===== config.mk =====
export PLATFORM = sky130hd
export DESIGN_NAME = gomoku_top
export DESIGN_NICKNAME = d
export VERILOG_FILES = /design/src/hw/gomoku_pkg.sv /design/src/hw/board_if.sv /design/src/hw/move_if.sv /design/src/hw/board_store.sv /design/src/hw/gomoku_top.sv /design/src/hw/move_engine.sv /design/src/hw/uart_host_bridge.sv
export VERILOG_INCLUDE_DIRS = /design/src /design/src/include
export SDC_FILE = /design/constraint.sdc
export NUM_CORES = 1
export LEC_CHECK = 0
export BUFFER_PORTS_ARGS = -buffer_cell sky130_fd_sc_hd__buf_2
export CORE_MARGIN = 8
export CORE_UTILIZATION = 63
export DETAILED_ROUTE_END_ITERATION = 12
export GPL_TIMING_DRIVEN = 0
export PLACE_DENSITY_LB_ADDON = 0.3
export SLEW_MARGIN = 20
export SYNTH_ARGS = -nofsm -noshare
export SYNTH_HDL_FRONTEND = slang
export SYNTH_HIERARCHICAL = 1
export SYNTH_SLANG_ARGS = --single-unit

===== constraint.sdc =====
create_clock -name avm_clk -period 7.2 [get_ports avm_clk]
set_input_delay 1.44 -clock avm_clk [delete_from_list [all_inputs] [get_ports avm_clk]]
set_output_delay 1.44 -clock avm_clk [all_outputs]
set_load 0.01 [all_outputs]

===== src/include/gomoku_cfg.svh =====
`ifndef GOMOKU_CFG_SVH
`define GOMOKU_CFG_SVH

// board geometry
`define GOMOKU_BOARD_DIM 15
`define GOMOKU_CELLS     225

// uart register byte offsets
`define GOMOKU_RX_ADDR     5'd0
`define GOMOKU_TX_ADDR     5'd4
`define GOMOKU_STATUS_ADDR 5'd8

// status register bits
`define GOMOKU_TX_OK_BIT 6
`define GOMOKU_RX_OK_BIT 7

// special reply bytes
`define GOMOKU_REPLY_REJECT 8'hff
`define GOMOKU_REPLY_FULL   8'hfe

`endif


===== src/hw/gomoku_pkg.sv =====
`default_nettype none

package gomoku_pkg;

    // cell contents, empty after reset
    typedef enum logic [1:0] {
        CELL_EMPTY = 2'd0,
        CELL_OWN   = 2'd1,
        CELL_OPP   = 2'd2
    } cell_t;

    // move byte as sent over the uart
    typedef struct packed {
        logic [3:0] row;
        logic [3:0] col;
    } move_t;

    // linear index, row * 15 + col
    typedef logic [7:0] cell_idx_t;

endpackage

`default_nettype wire


===== src/hw/board_if.sv =====
`timescale 1ns/1ps
`default_nettype none

interface board_if;
    import gomoku_pkg::*;

    // combinational read port
    cell_idx_t rd_idx;
    cell_t     rd_cell;
    // write lands on the next edge
    logic      wr_en;
    cell_idx_t wr_idx;
    cell_t     wr_cell;

    modport engine (
        output rd_idx,
        input  rd_cell,
        output wr_en,
        output wr_idx,
        output wr_cell
    );

    modport store (
        input  rd_idx,
        output rd_cell,
        input  wr_en,
        input  wr_idx,
        input  wr_cell
    );

endinterface

`default_nettype wire


===== src/hw/move_if.sv =====
`timescale 1ns/1ps
`default_nettype none

interface move_if;
    import gomoku_pkg::*;

    logic  start;
    move_t move_in;
    logic  done;
    // valid in the done cycle only
    move_t reply;

    modport bridge (
        output start,
        output move_in,
        input  done,
        input  reply
    );

    modport engine (
        input  start,
        input  move_in,
        output done,
        output reply
    );

endinterface

`default_nettype wire


===== src/hw/board_store.sv =====
`timescale 1ns/1ps
`default_nettype none
`include "gomoku_cfg.svh"

module board_store (
    input wire     avm_clk,
    input wire     avm_rst,
    board_if.store brd
);
    import gomoku_pkg::*;

    cell_t cells [`GOMOKU_CELLS];
    logic  rd_in_range;
    logic  wr_in_range;

    assign rd_in_range = (brd.rd_idx < cell_idx_t'(`GOMOKU_CELLS));
    assign wr_in_range = (brd.wr_idx < cell_idx_t'(`GOMOKU_CELLS));

    // indices past the last cell read as empty
    assign brd.rd_cell = rd_in_range ? cells[brd.rd_idx] : CELL_EMPTY;

    always_ff @(posedge avm_clk or negedge avm_rst) begin
        if (!avm_rst) begin
            for (int i = 0; i < `GOMOKU_CELLS; i++) begin
                cells[i] <= CELL_EMPTY;
            end
        end else begin
            if (brd.wr_en && wr_in_range) begin
                cells[brd.wr_idx] <= brd.wr_cell;
            end
        end
    end

endmodule

`default_nettype wire


===== src/hw/gomoku_top.sv =====
`timescale 1ns/1ps
`default_nettype none

module gomoku_top (
    input wire          avm_clk,
    input wire          avm_rst,
    output logic [4:0]  address,
    output logic        read,
    input wire [31:0]   readdata,
    output logic        write,
    output logic [31:0] writedata,
    input wire          waitrequest
);

    // one turn in flight between bridge and engine
    move_if turn_if ();

    // board access, engine side only
    board_if brd_if ();

    uart_host_bridge uart_host_bridge_i (
        .avm_clk     (avm_clk),
        .avm_rst     (avm_rst),
        .address     (address),
        .read        (read),
        .readdata    (readdata),
        .write       (write),
        .writedata   (writedata),
        .waitrequest (waitrequest),
        .turn        (turn_if.bridge)
    );

    move_engine move_engine_i (
        .avm_clk (avm_clk),
        .avm_rst (avm_rst),
        .turn    (turn_if.engine),
        .brd     (brd_if.engine)
    );

    board_store board_store_i (
        .avm_clk (avm_clk),
        .avm_rst (avm_rst),
        .brd     (brd_if.store)
    );

endmodule

`default_nettype wire


===== src/hw/move_engine.sv =====
`timescale 1ns/1ps
`default_nettype none
`include "gomoku_cfg.svh"

module move_engine (
    input wire      avm_clk,
    input wire      avm_rst,
    move_if.engine  turn,
    board_if.engine brd
);
    import gomoku_pkg::*;

    typedef enum logic [1:0] {
        ST_IDLE,
        ST_CHECK,
        ST_SCAN
    } state_t;

    state_t     state;
    move_t      move_r;
    move_t      reply_r;
    logic       done_r;
    cell_idx_t  opp_idx;
    cell_idx_t  scan_idx;
    logic [3:0] row_cnt;
    logic [3:0] col_cnt;
    logic       out_of_range;
    logic       board_full;
    logic       take_opp;
    logic       take_own;

    // row * 15 + col, at most 240 so 8 bits suffice
    assign opp_idx = cell_idx_t'(move_r.row) * cell_idx_t'(`GOMOKU_BOARD_DIM)
                   + cell_idx_t'(move_r.col);

    assign out_of_range = (move_r.row >= 4'(`GOMOKU_BOARD_DIM))
                       || (move_r.col >= 4'(`GOMOKU_BOARD_DIM));
    assign board_full   = (scan_idx == cell_idx_t'(`GOMOKU_CELLS));

    assign take_opp = (state == ST_CHECK) && !out_of_range && (brd.rd_cell == CELL_EMPTY);
    assign take_own = (state == ST_SCAN) && !board_full && (brd.rd_cell == CELL_EMPTY);

    assign turn.done  = done_r;
    assign turn.reply = reply_r;

    always_comb begin
        brd.rd_idx  = opp_idx;
        brd.wr_en   = take_opp;
        brd.wr_idx  = opp_idx;
        brd.wr_cell = CELL_OPP;
        if (state == ST_SCAN) begin
            brd.rd_idx  = scan_idx;
            brd.wr_en   = take_own;
            brd.wr_idx  = scan_idx;
            brd.wr_cell = CELL_OWN;
        end
    end

    always_ff @(posedge avm_clk or negedge avm_rst) begin
        if (!avm_rst) begin
            state    <= ST_IDLE;
            done_r   <= 1'b0;
            scan_idx <= '0;
            row_cnt  <= '0;
            col_cnt  <= '0;
        end else begin
            done_r <= 1'b0;
            case (state)
                ST_IDLE: begin
                    if (turn.start) begin
                        state <= ST_CHECK;
                    end
                end
                ST_CHECK: begin
                    if (take_opp) begin
                        state    <= ST_SCAN;
                        scan_idx <= '0;
                        row_cnt  <= '0;
                        col_cnt  <= '0;
                    end else begin
                        // reject, done two cycles after start
                        done_r <= 1'b1;
                        state  <= ST_IDLE;
                    end
                end
                ST_SCAN: begin
                    if (take_own || board_full) begin
                        done_r <= 1'b1;
                        state  <= ST_IDLE;
                    end else begin
                        scan_idx <= scan_idx + 8'd1;
                        // row/col follow the index, no divide
                        if (col_cnt == 4'(`GOMOKU_BOARD_DIM - 1)) begin
                            col_cnt <= '0;
                            row_cnt <= row_cnt + 4'd1;
                        end else begin
                            col_cnt <= col_cnt + 4'd1;
                        end
                    end
                end
                default: begin
                    state <= ST_IDLE;
                end
            endcase
        end
    end

    always_ff @(posedge avm_clk) begin
        if (state == ST_IDLE && turn.start) begin
            move_r <= turn.move_in;
        end
        if (state == ST_CHECK && !take_opp) begin
            reply_r <= move_t'(`GOMOKU_REPLY_REJECT);
        end
        if (take_own) begin
            reply_r <= '{row: row_cnt, col: col_cnt};
        end else if (state == ST_SCAN && board_full) begin
            reply_r <= move_t'(`GOMOKU_REPLY_FULL);
        end
    end

endmodule

`default_nettype wire


===== src/hw/uart_host_bridge.sv =====
`timescale 1ns/1ps
`default_nettype none
`include "gomoku_cfg.svh"

module uart_host_bridge (
    input wire          avm_clk,
    input wire          avm_rst,
    output logic [4:0]  address,
    output logic        read,
    input wire [31:0]   readdata,
    output logic        write,
    output logic [31:0] writedata,
    input wire          waitrequest,
    move_if.bridge      turn
);
    import gomoku_pkg::*;

    typedef enum logic [2:0] {
        ST_RX_POLL,
        ST_RX_READ,
        ST_WAIT_ENG,
        ST_TX_POLL,
        ST_TX_WRITE
    } state_t;

    state_t state;
    logic   start_r;
    move_t  rx_move;
    move_t  tx_move;
    logic   xfer_done;

    // a transfer completes on the first cycle without waitrequest
    assign xfer_done = (read || write) && !waitrequest;

    assign turn.start   = start_r;
    assign turn.move_in = rx_move;
    assign writedata    = {24'd0, tx_move};

    always_ff @(posedge avm_clk or negedge avm_rst) begin
        if (!avm_rst) begin
            state   <= ST_RX_POLL;
            address <= `GOMOKU_STATUS_ADDR;
            read    <= 1'b0;
            write   <= 1'b0;
            start_r <= 1'b0;
        end else begin
            start_r <= 1'b0;
            case (state)
                ST_RX_POLL: begin
                    if (!read) begin
                        // first poll after reset
                        read    <= 1'b1;
                        address <= `GOMOKU_STATUS_ADDR;
                    end else if (xfer_done && readdata[`GOMOKU_RX_OK_BIT]) begin
                        address <= `GOMOKU_RX_ADDR;
                        state   <= ST_RX_READ;
                    end
                end
                ST_RX_READ: begin
                    if (xfer_done) begin
                        read    <= 1'b0;
                        address <= `GOMOKU_STATUS_ADDR;
                        start_r <= 1'b1;
                        state   <= ST_WAIT_ENG;
                    end
                end
                ST_WAIT_ENG: begin
                    if (turn.done) begin
                        read    <= 1'b1;
                        address <= `GOMOKU_STATUS_ADDR;
                        state   <= ST_TX_POLL;
                    end
                end
                ST_TX_POLL: begin
                    if (xfer_done && readdata[`GOMOKU_TX_OK_BIT]) begin
                        read    <= 1'b0;
                        write   <= 1'b1;
                        address <= `GOMOKU_TX_ADDR;
                        state   <= ST_TX_WRITE;
                    end
                end
                ST_TX_WRITE: begin
                    if (xfer_done) begin
                        // straight back to receive polling
                        write   <= 1'b0;
                        read    <= 1'b1;
                        address <= `GOMOKU_STATUS_ADDR;
                        state   <= ST_RX_POLL;
                    end
                end
                default: begin
                    read    <= 1'b0;
                    write   <= 1'b0;
                    address <= `GOMOKU_STATUS_ADDR;
                    state   <= ST_RX_POLL;
                end
            endcase
        end
    end

    // received and reply bytes
    always_ff @(posedge avm_clk) begin
        if (state == ST_RX_READ && xfer_done) begin
            rx_move <= move_t'(readdata[7:0]);
        end
        if (state == ST_WAIT_ENG && turn.done) begin
            tx_move <= turn.reply;
        end
    end

endmodule

`default_nettype wire


==> results of run 1 <==
==> sequential cells by signal (all words and copies together), names as in the netlist <==
name and cells:
move_engine_i/move_r 8, uart_host_bridge_i/read 1, move_engine_i/turn.done 1, move_engine_i/row_cnt 4, move_engine_i/col_cnt 4, uart_host_bridge_i/state 3
uart_host_bridge_i/writedata 8, move_engine_i/turn.reply 8, uart_host_bridge_i/write 1, uart_host_bridge_i/turn.start 1, uart_host_bridge_i/address 2, board_store_i/cells 450
move_engine_i/scan_idx 8, uart_host_bridge_i/turn.move_in 8, move_engine_i/state 2
==> routing by layer <==
| layer | part of all wire (%) | wire length, µm | global-route usage (%) |
|---|---|---|---|
| met4 | 6.2 | 4530 | 17.2 |
| met5 | 0 | 0 | 0 |
| met2 | 45 | 33100 | 47.4 |
| met3 | 11 | 8060 | 9.74 |
| met1 | 37 | 27200 | 39.9 |
==> worst reg2reg max path, stage by stage, from the launching register on <==
cell and delay [ns]:
edfxtp_1 0.46, fa_1 0.54, fa_1 0.50, inv_1 0.05, fa_1 0.47, inv_1 0.04, ha_1 0.34, nand2_1 0.09
o21ai_0 0.09, a21oi_1 0.18, xor2_1 0.16, o21ai_0 0.26, buf_4 0.28, nor2b_1 0.27, o21ai_0 0.18, o32ai_2 0.29
o32ai_2 0.19, a32o_2 0.40, nor2_4 0.19, nand4_1 0.21, o21ai_4 0.31, nand3_2 0.17, nor2_4 0.20, nand2_2 0.16
clkbuf_4 0.30, nor2_1 0.27, mux2_2 0.38
==> metrics by stage <==
stage | cells | setup WS (ns)
floorplan | 1952 | 0.916
global placement | 2499 | -4.59
detailed placement | 2505 | -2.45
CTS | 2603 | 0.00924
global route | 2609 | -0.0576
finish | 2609 | 0.0932
==> Yosys cell counts (all sizes together) (8+ instances only) <==
cell | count | area [µm²]
a211oi | 9 | 85.1
a21oi | 28 | 140
a221oi | 9 | 85.1
and3 | 8 | 50.1
buf | 72 | 562
clkbuf | 97 | 364
dfrtp | 476 | 11900
edfxtp | 32 | 961
ha | 26 | 325
inv | 37 | 139
mux2 | 456 | 5140
mux2i | 56 | 561
mux4 | 91 | 2050
nand2 | 62 | 233
nand3 | 24 | 145
nor2 | 251 | 950
nor2b | 15 | 101
nor3 | 16 | 96.4
o21ai | 26 | 130
o221ai | 9 | 85.1
==> where the power goes <==
part           internal, µW  switching [µW]  total [µW]
sequential             2880               0        2880
combinational          20.0            63.0        83.1
clock                  1540            1150        2690
==> area by class of cell <==
| type | count | area (µm²) | area share, % |
|---|---|---|---|
| Sequential cell | 509 | 12900 | 45.2 |
| Multi-Input combinational cell | 1237 | 11600 | 40.8 |
| Clock buffer | 77 | 1540 | 5.40 |
| Buffer | 166 | 1140 | 4.01 |
| Tap cell | 525 | 657 | 2.30 |
| Timing Repair Buffer | 42 | 368 | 1.29 |
| Inverter | 37 | 141 | 0.496 |
| Clock inverter | 16 | 133 | 0.465 |
==> what timing repair did <==
action | in CTS | in global routing
cloned | 0 | 0
pin swaps | 3 | 4
setup endpoints to repair | 485 | 450
hold buffers | 0 | 0
resized for setup | 104 | 37
setup buffers | 7 | 7
==> path summary, 6_finish.rpt <==
path,from,endpoint,cells past startpoint
setup / recovery,move_engine_i/move_r[4],board_store_i/cells[229],26
hold / removal,uart_host_bridge_i/turn.move_in[4],move_engine_i/move_r[4],0
setup reg to reg,move_engine_i/move_r[4],board_store_i/cells[229],26
hold reg to reg,uart_host_bridge_i/turn.move_in[4],move_engine_i/move_r[4],0
min in group asynchronous,avm_rst,board_store_i/cells[146],1
max in group asynchronous,avm_rst,board_store_i/cells[53],4
==> kinds of logic after synthesis <==
family                     count (synthesis)
other                                      1
adders and majority gates                 33
muxes                                    603
and+or+nand+nor                          423
xor gates and xnor gates                   4
AOI/OAI and AO/OA                        147
buffers and inverters                    206
DFF                                      509
==> results.toml, run 1 <==
[placed_design]
io_buffers = 22
place_area_um2 = 26300
detailed_place_hpwl_um = 48200
gp_congestion = 0.927

[finish]
final_core_utilization_pct = 71.9
nNetsFinal = 2114
n_antenna_cell = 0
postLayoutCellArea_um2 = 28500
drive_gt1_share_pct = 37.7
syn_to_final_growth_pct = 12.9
final_common_cell = "dfrtp_1"
final_cell_mix = "dfrtp_1, mux2_2, nor2_1"
fill_cells = 2579

[logic_synthesis]
syn_avg_cell_area_um2 = 13.1
synth_area_um2 = 25200
synth_edf_count = 32
synth_ff_type = "dfrtp_1"
synth_compound_area_share_pct = 4.36
synthSimpleGateAreaFrac_pct = 7.64
ys_seq_area_share_pct = 51.1
synthCells = 1926
synthArstFlopShare_pct = 93.7
synth_top_family_by_area = "multiplexers"
ys_types = 89
synth_seq_cells = 509
synth_xor_area_share_pct = 0.139
muxShareOfSynthArea_pct = 30.7
ys_warn_count = 6
synthAdderAreaFrac_pct = 1.84

[floorplan]
io_pins = 74
fp-row-count = 73
core-area_um2 = 39600
die_area_um2 = 46700
die_height_um = 216
start_util_pct = 63.7
die_w_um = 216

[sta]
finalHoldViolCount = 0
setup_tns_ns = 0
hold_slack_ns = 0.417
fin_crit_sh_pct = 98.7
relSlewSlack_pct = 35.5
fin_crit_ns = 7.11
maxSlewViolCount = 0
fin_skew_ns = 0.0159
setup_viol = 0
max_freq_mhz = 141
tightest_slew_ns = 0.967

[power_and_ir_drop]
leakagePower_uw = 0.0133
finalPower_uw = 5660
ir_drop_v = 0.000172
power_density_nw_per_um2 = 198

[global_route]
antenna_found_initial = 0
grt_use_total_pct = 31.2
grt_max_degree = 104
grt_pass1_wl_um = 111000
grt_pass1_vias = 18100
overflow = 0

[setup_path]
rrSetupSlack_ns = 0.09
crit_buf_inv = 4
cpLargestDelayFamily = "compound AO/OA/AOI/OAI gates"
worst_path_max_delay_cell = "fa_1"
worstPathMaxFanout = 10
worst_ep_arrival_time_ns = 7.60
crit_path_start_kind = "flop"
path_class = "reg -> reg"
cp.required_ns = 7.69
end_kind = "flop"
cpPeakStageDelay_ns = 0.54

[clocking]
cts_made_buffers = 53
htree_num_levels = 2
cts_tree = "built"
clk_path_buf_depth = 3
clock_sinks = 509
clk_latency_ns = 0.61
cts.root.buffer_cell = "clkbuf_16"
clk_pin_slew_ns = 0.06

[routing]
wirelength_um = 72900
vias = 17300
ant_nets = 0
wl_per_cell_um = 27.9
drt_iter0_drc = 1957
first_pass_iters = 7
drc = 0
vias_per_cell = 6.63

[job]
cap_violations = 0

[run_status]
status = "finished, final reports clean"

[hold_path]
min_path_type = "reg -> reg"
Power figures use the tool's default switching activity.
==> run 2, diff against run 1 <==
Settings changed: CORE_UTILIZATION 63 to 65, CTS_BUF_LIST set to sky130_fd_sc_hd__clkbuf_2.
==> run 2 against run 1 <==
Final cell count grew 4.2%. Critical path depth shrank 1. Clock skew grew 0.11 ns. Critical path type unchanged. Routed wire length shrank 2.4%. Utilization grew 0.59 points. Final area shrank 2.2%. Largest power group unchanged.
==> results.toml, run 2 (same netlist as run 1, synthesis figures left out) <==
[sta]
hold_slack_ns = 0.230
fin_skew_ns = 0.126
finalHoldViolCount = 0
fin_crit_sh_pct = 98.8
setup_tns_ns = 0
tightest_slew_ns = 0.928
max_freq_mhz = 141
fin_crit_ns = 7.11
relSlewSlack_pct = 38.1
setup_ws_ns = 0.0888
setup_viol = 0
rsz0062_at_grt = "yes"
maxSlewViolCount = 0

[floorplan]
die_area_um2 = 45400
fp-row-count = 72
core-area_um2 = 38500
io_pins = 74
die_height_um = 213
die_w_um = 213
start_util_pct = 65.6

[routing]
drc = 0
first_pass_iters = 7
drt_iter0_drc = 2071
wirelength_um = 71100
vias_per_cell = 6.47
ant_nets = 0
wl_per_cell_um = 26.2
vias = 17600

[finish]
nNetsFinal = 2190
syn_to_final_growth_pct = 10.5
fill_cells = 2613
final_cell_mix = "dfrtp_1, mux2_2, nor2_1"
top_register = "board_store_i/cells"
drive_gt1_share_pct = 40.2
final_cells = 2718
final_common_cell = "dfrtp_1"
largest_reg_flops = 450

[power_and_ir_drop]
power_density_nw_per_um2 = 180
leakagePower_uw = 0.0134
ir_drop_v = 0.000117
finalPower_uw = 5020

[placed_design]
io_buffers = 22
placed_cells = 2498
gp_congestion = 0.960
pre_cts_slack_ns = -2.10
detailed_place_hpwl_um = 47800

[setup_path]
path_class = "reg -> reg"
worstPathMaxFanout = 10
cp.required_ns = 8.11
ff2ff_path_depth = 25
r2r_start = "move_engine_i/move_r[5]"
crit_path_start_kind = "flop"
r2r_end = "board_store_i/cells[167]"
end_kind = "flop"
worst_ep_arrival_time_ns = 8.02
rrSetupSlack_ns = 0.09

[global_route]
grt_max_degree = 103
grt_pass1_vias = 18500
grt_pass1_wl_um = 109000
antenna_found_initial = 1
overflow = 0
grt_use_total_pct = 32.2

[run_status]
status = "finished, final reports clean"

[clocking]
cts_made_buffers = 131
htree_num_levels = 4
clk_latency_ns = 1.13
cts_tree = "built"
cts.root.buffer_cell = "clkbuf_2"
clock_sinks = 509
clk_path_buf_depth = 3
postCtsHoldBufs = 0
clk_pin_slew_ns = 0.11

[hold_path]
min_path_type = "in -> async"

[job]
cap_violations = 0
[run 2: worst max-delay path by stage]
stage	slack [ns]	end	startpoint
3_5_place_dp	-2.10	board_store_i/cells[378]	move_engine_i/move_r[6]
4_1_cts	-0.008	board_store_i/cells[80]	move_engine_i/move_r[5]
3_3_place_gp	-4.47	board_store_i/cells[55]	avm_rst
2_1_floorplan	0.92	board_store_i/cells[218]	move_engine_i/move_r[6]
6_report	0.09	board_store_i/cells[167]	move_engine_i/move_r[5]
5_1_grt	-0.08	board_store_i/cells[307]	move_engine_i/move_r[5]
[run 2: final cells by class]
type	instances	area (µm²)	share of cell area, %
clock buffers	183	916	3.28
clock inverters	27	259	0.928
inverters	37	141	0.507
repair buffers	41	360	1.29
multi-input cells	1237	11600	41.5
plain buffers	165	1110	3.97
flip-flops and latches	509	12900	46.2
well taps	518	648	2.32
diodes	1	2.50	0.00897
[run 2: timing repair]
action | 4_1_cts | 5_1_grt
endpoints found under the setup margin | 481 | 393
buffers inserted | 4 | 9
resized for setup | 90 | 31
endpoints found under the hold margin | 0 | 0
pin swaps | 1 | 2
[run 2: where the power goes]
part	total [µW]	switching (µW)	internal, µW
Combinational	82.7	62.6	20.0
Clock	2060	1170	885
Sequential	2880	0	2880
[run 2: layer usage]
metal / wire length [µm] / global-route usage [%] / share of wire (%)
met5: 0 / 0 / 0
met4: 4010 / 18.3 / 5.6
met3: 7790 / 11.6 / 11
met2: 32500 / 48.4 / 46
met1: 26800 / 40.3 / 38
[run 2: stage by stage]
step	cell area (µm²)	utilization [%]
floorplan	25300	-
global placement	26100	67.9
detailed placement	26300	68.3
CTS	27800	72.2
global route	27900	72.5
finish	27900	72.5
[run 2: worst max-delay path, stage by stage (launching register included)]
cell	delay [ns]
edfxtp_1	0.48
fa_1	0.53
fa_1	0.50
inv_1	0.05
fa_1	0.47
inv_1	0.04
ha_1	0.34
xor2_1	0.29
o21ai_4	0.14
buf_6	0.20
inv_4	0.24
buf_4	0.28
a221oi_1	0.09
o21ai_0	0.33
a21oi_1	0.16
nor4_4	0.37
o32ai_4	0.24
nor2_4	0.18
nand4_1	0.16
o21ai_2	0.28
nand3_1	0.24
nor2_4	0.22
nand2_1	0.24
clkbuf_8	0.30
nor2_1	0.19
mux2_2	0.36
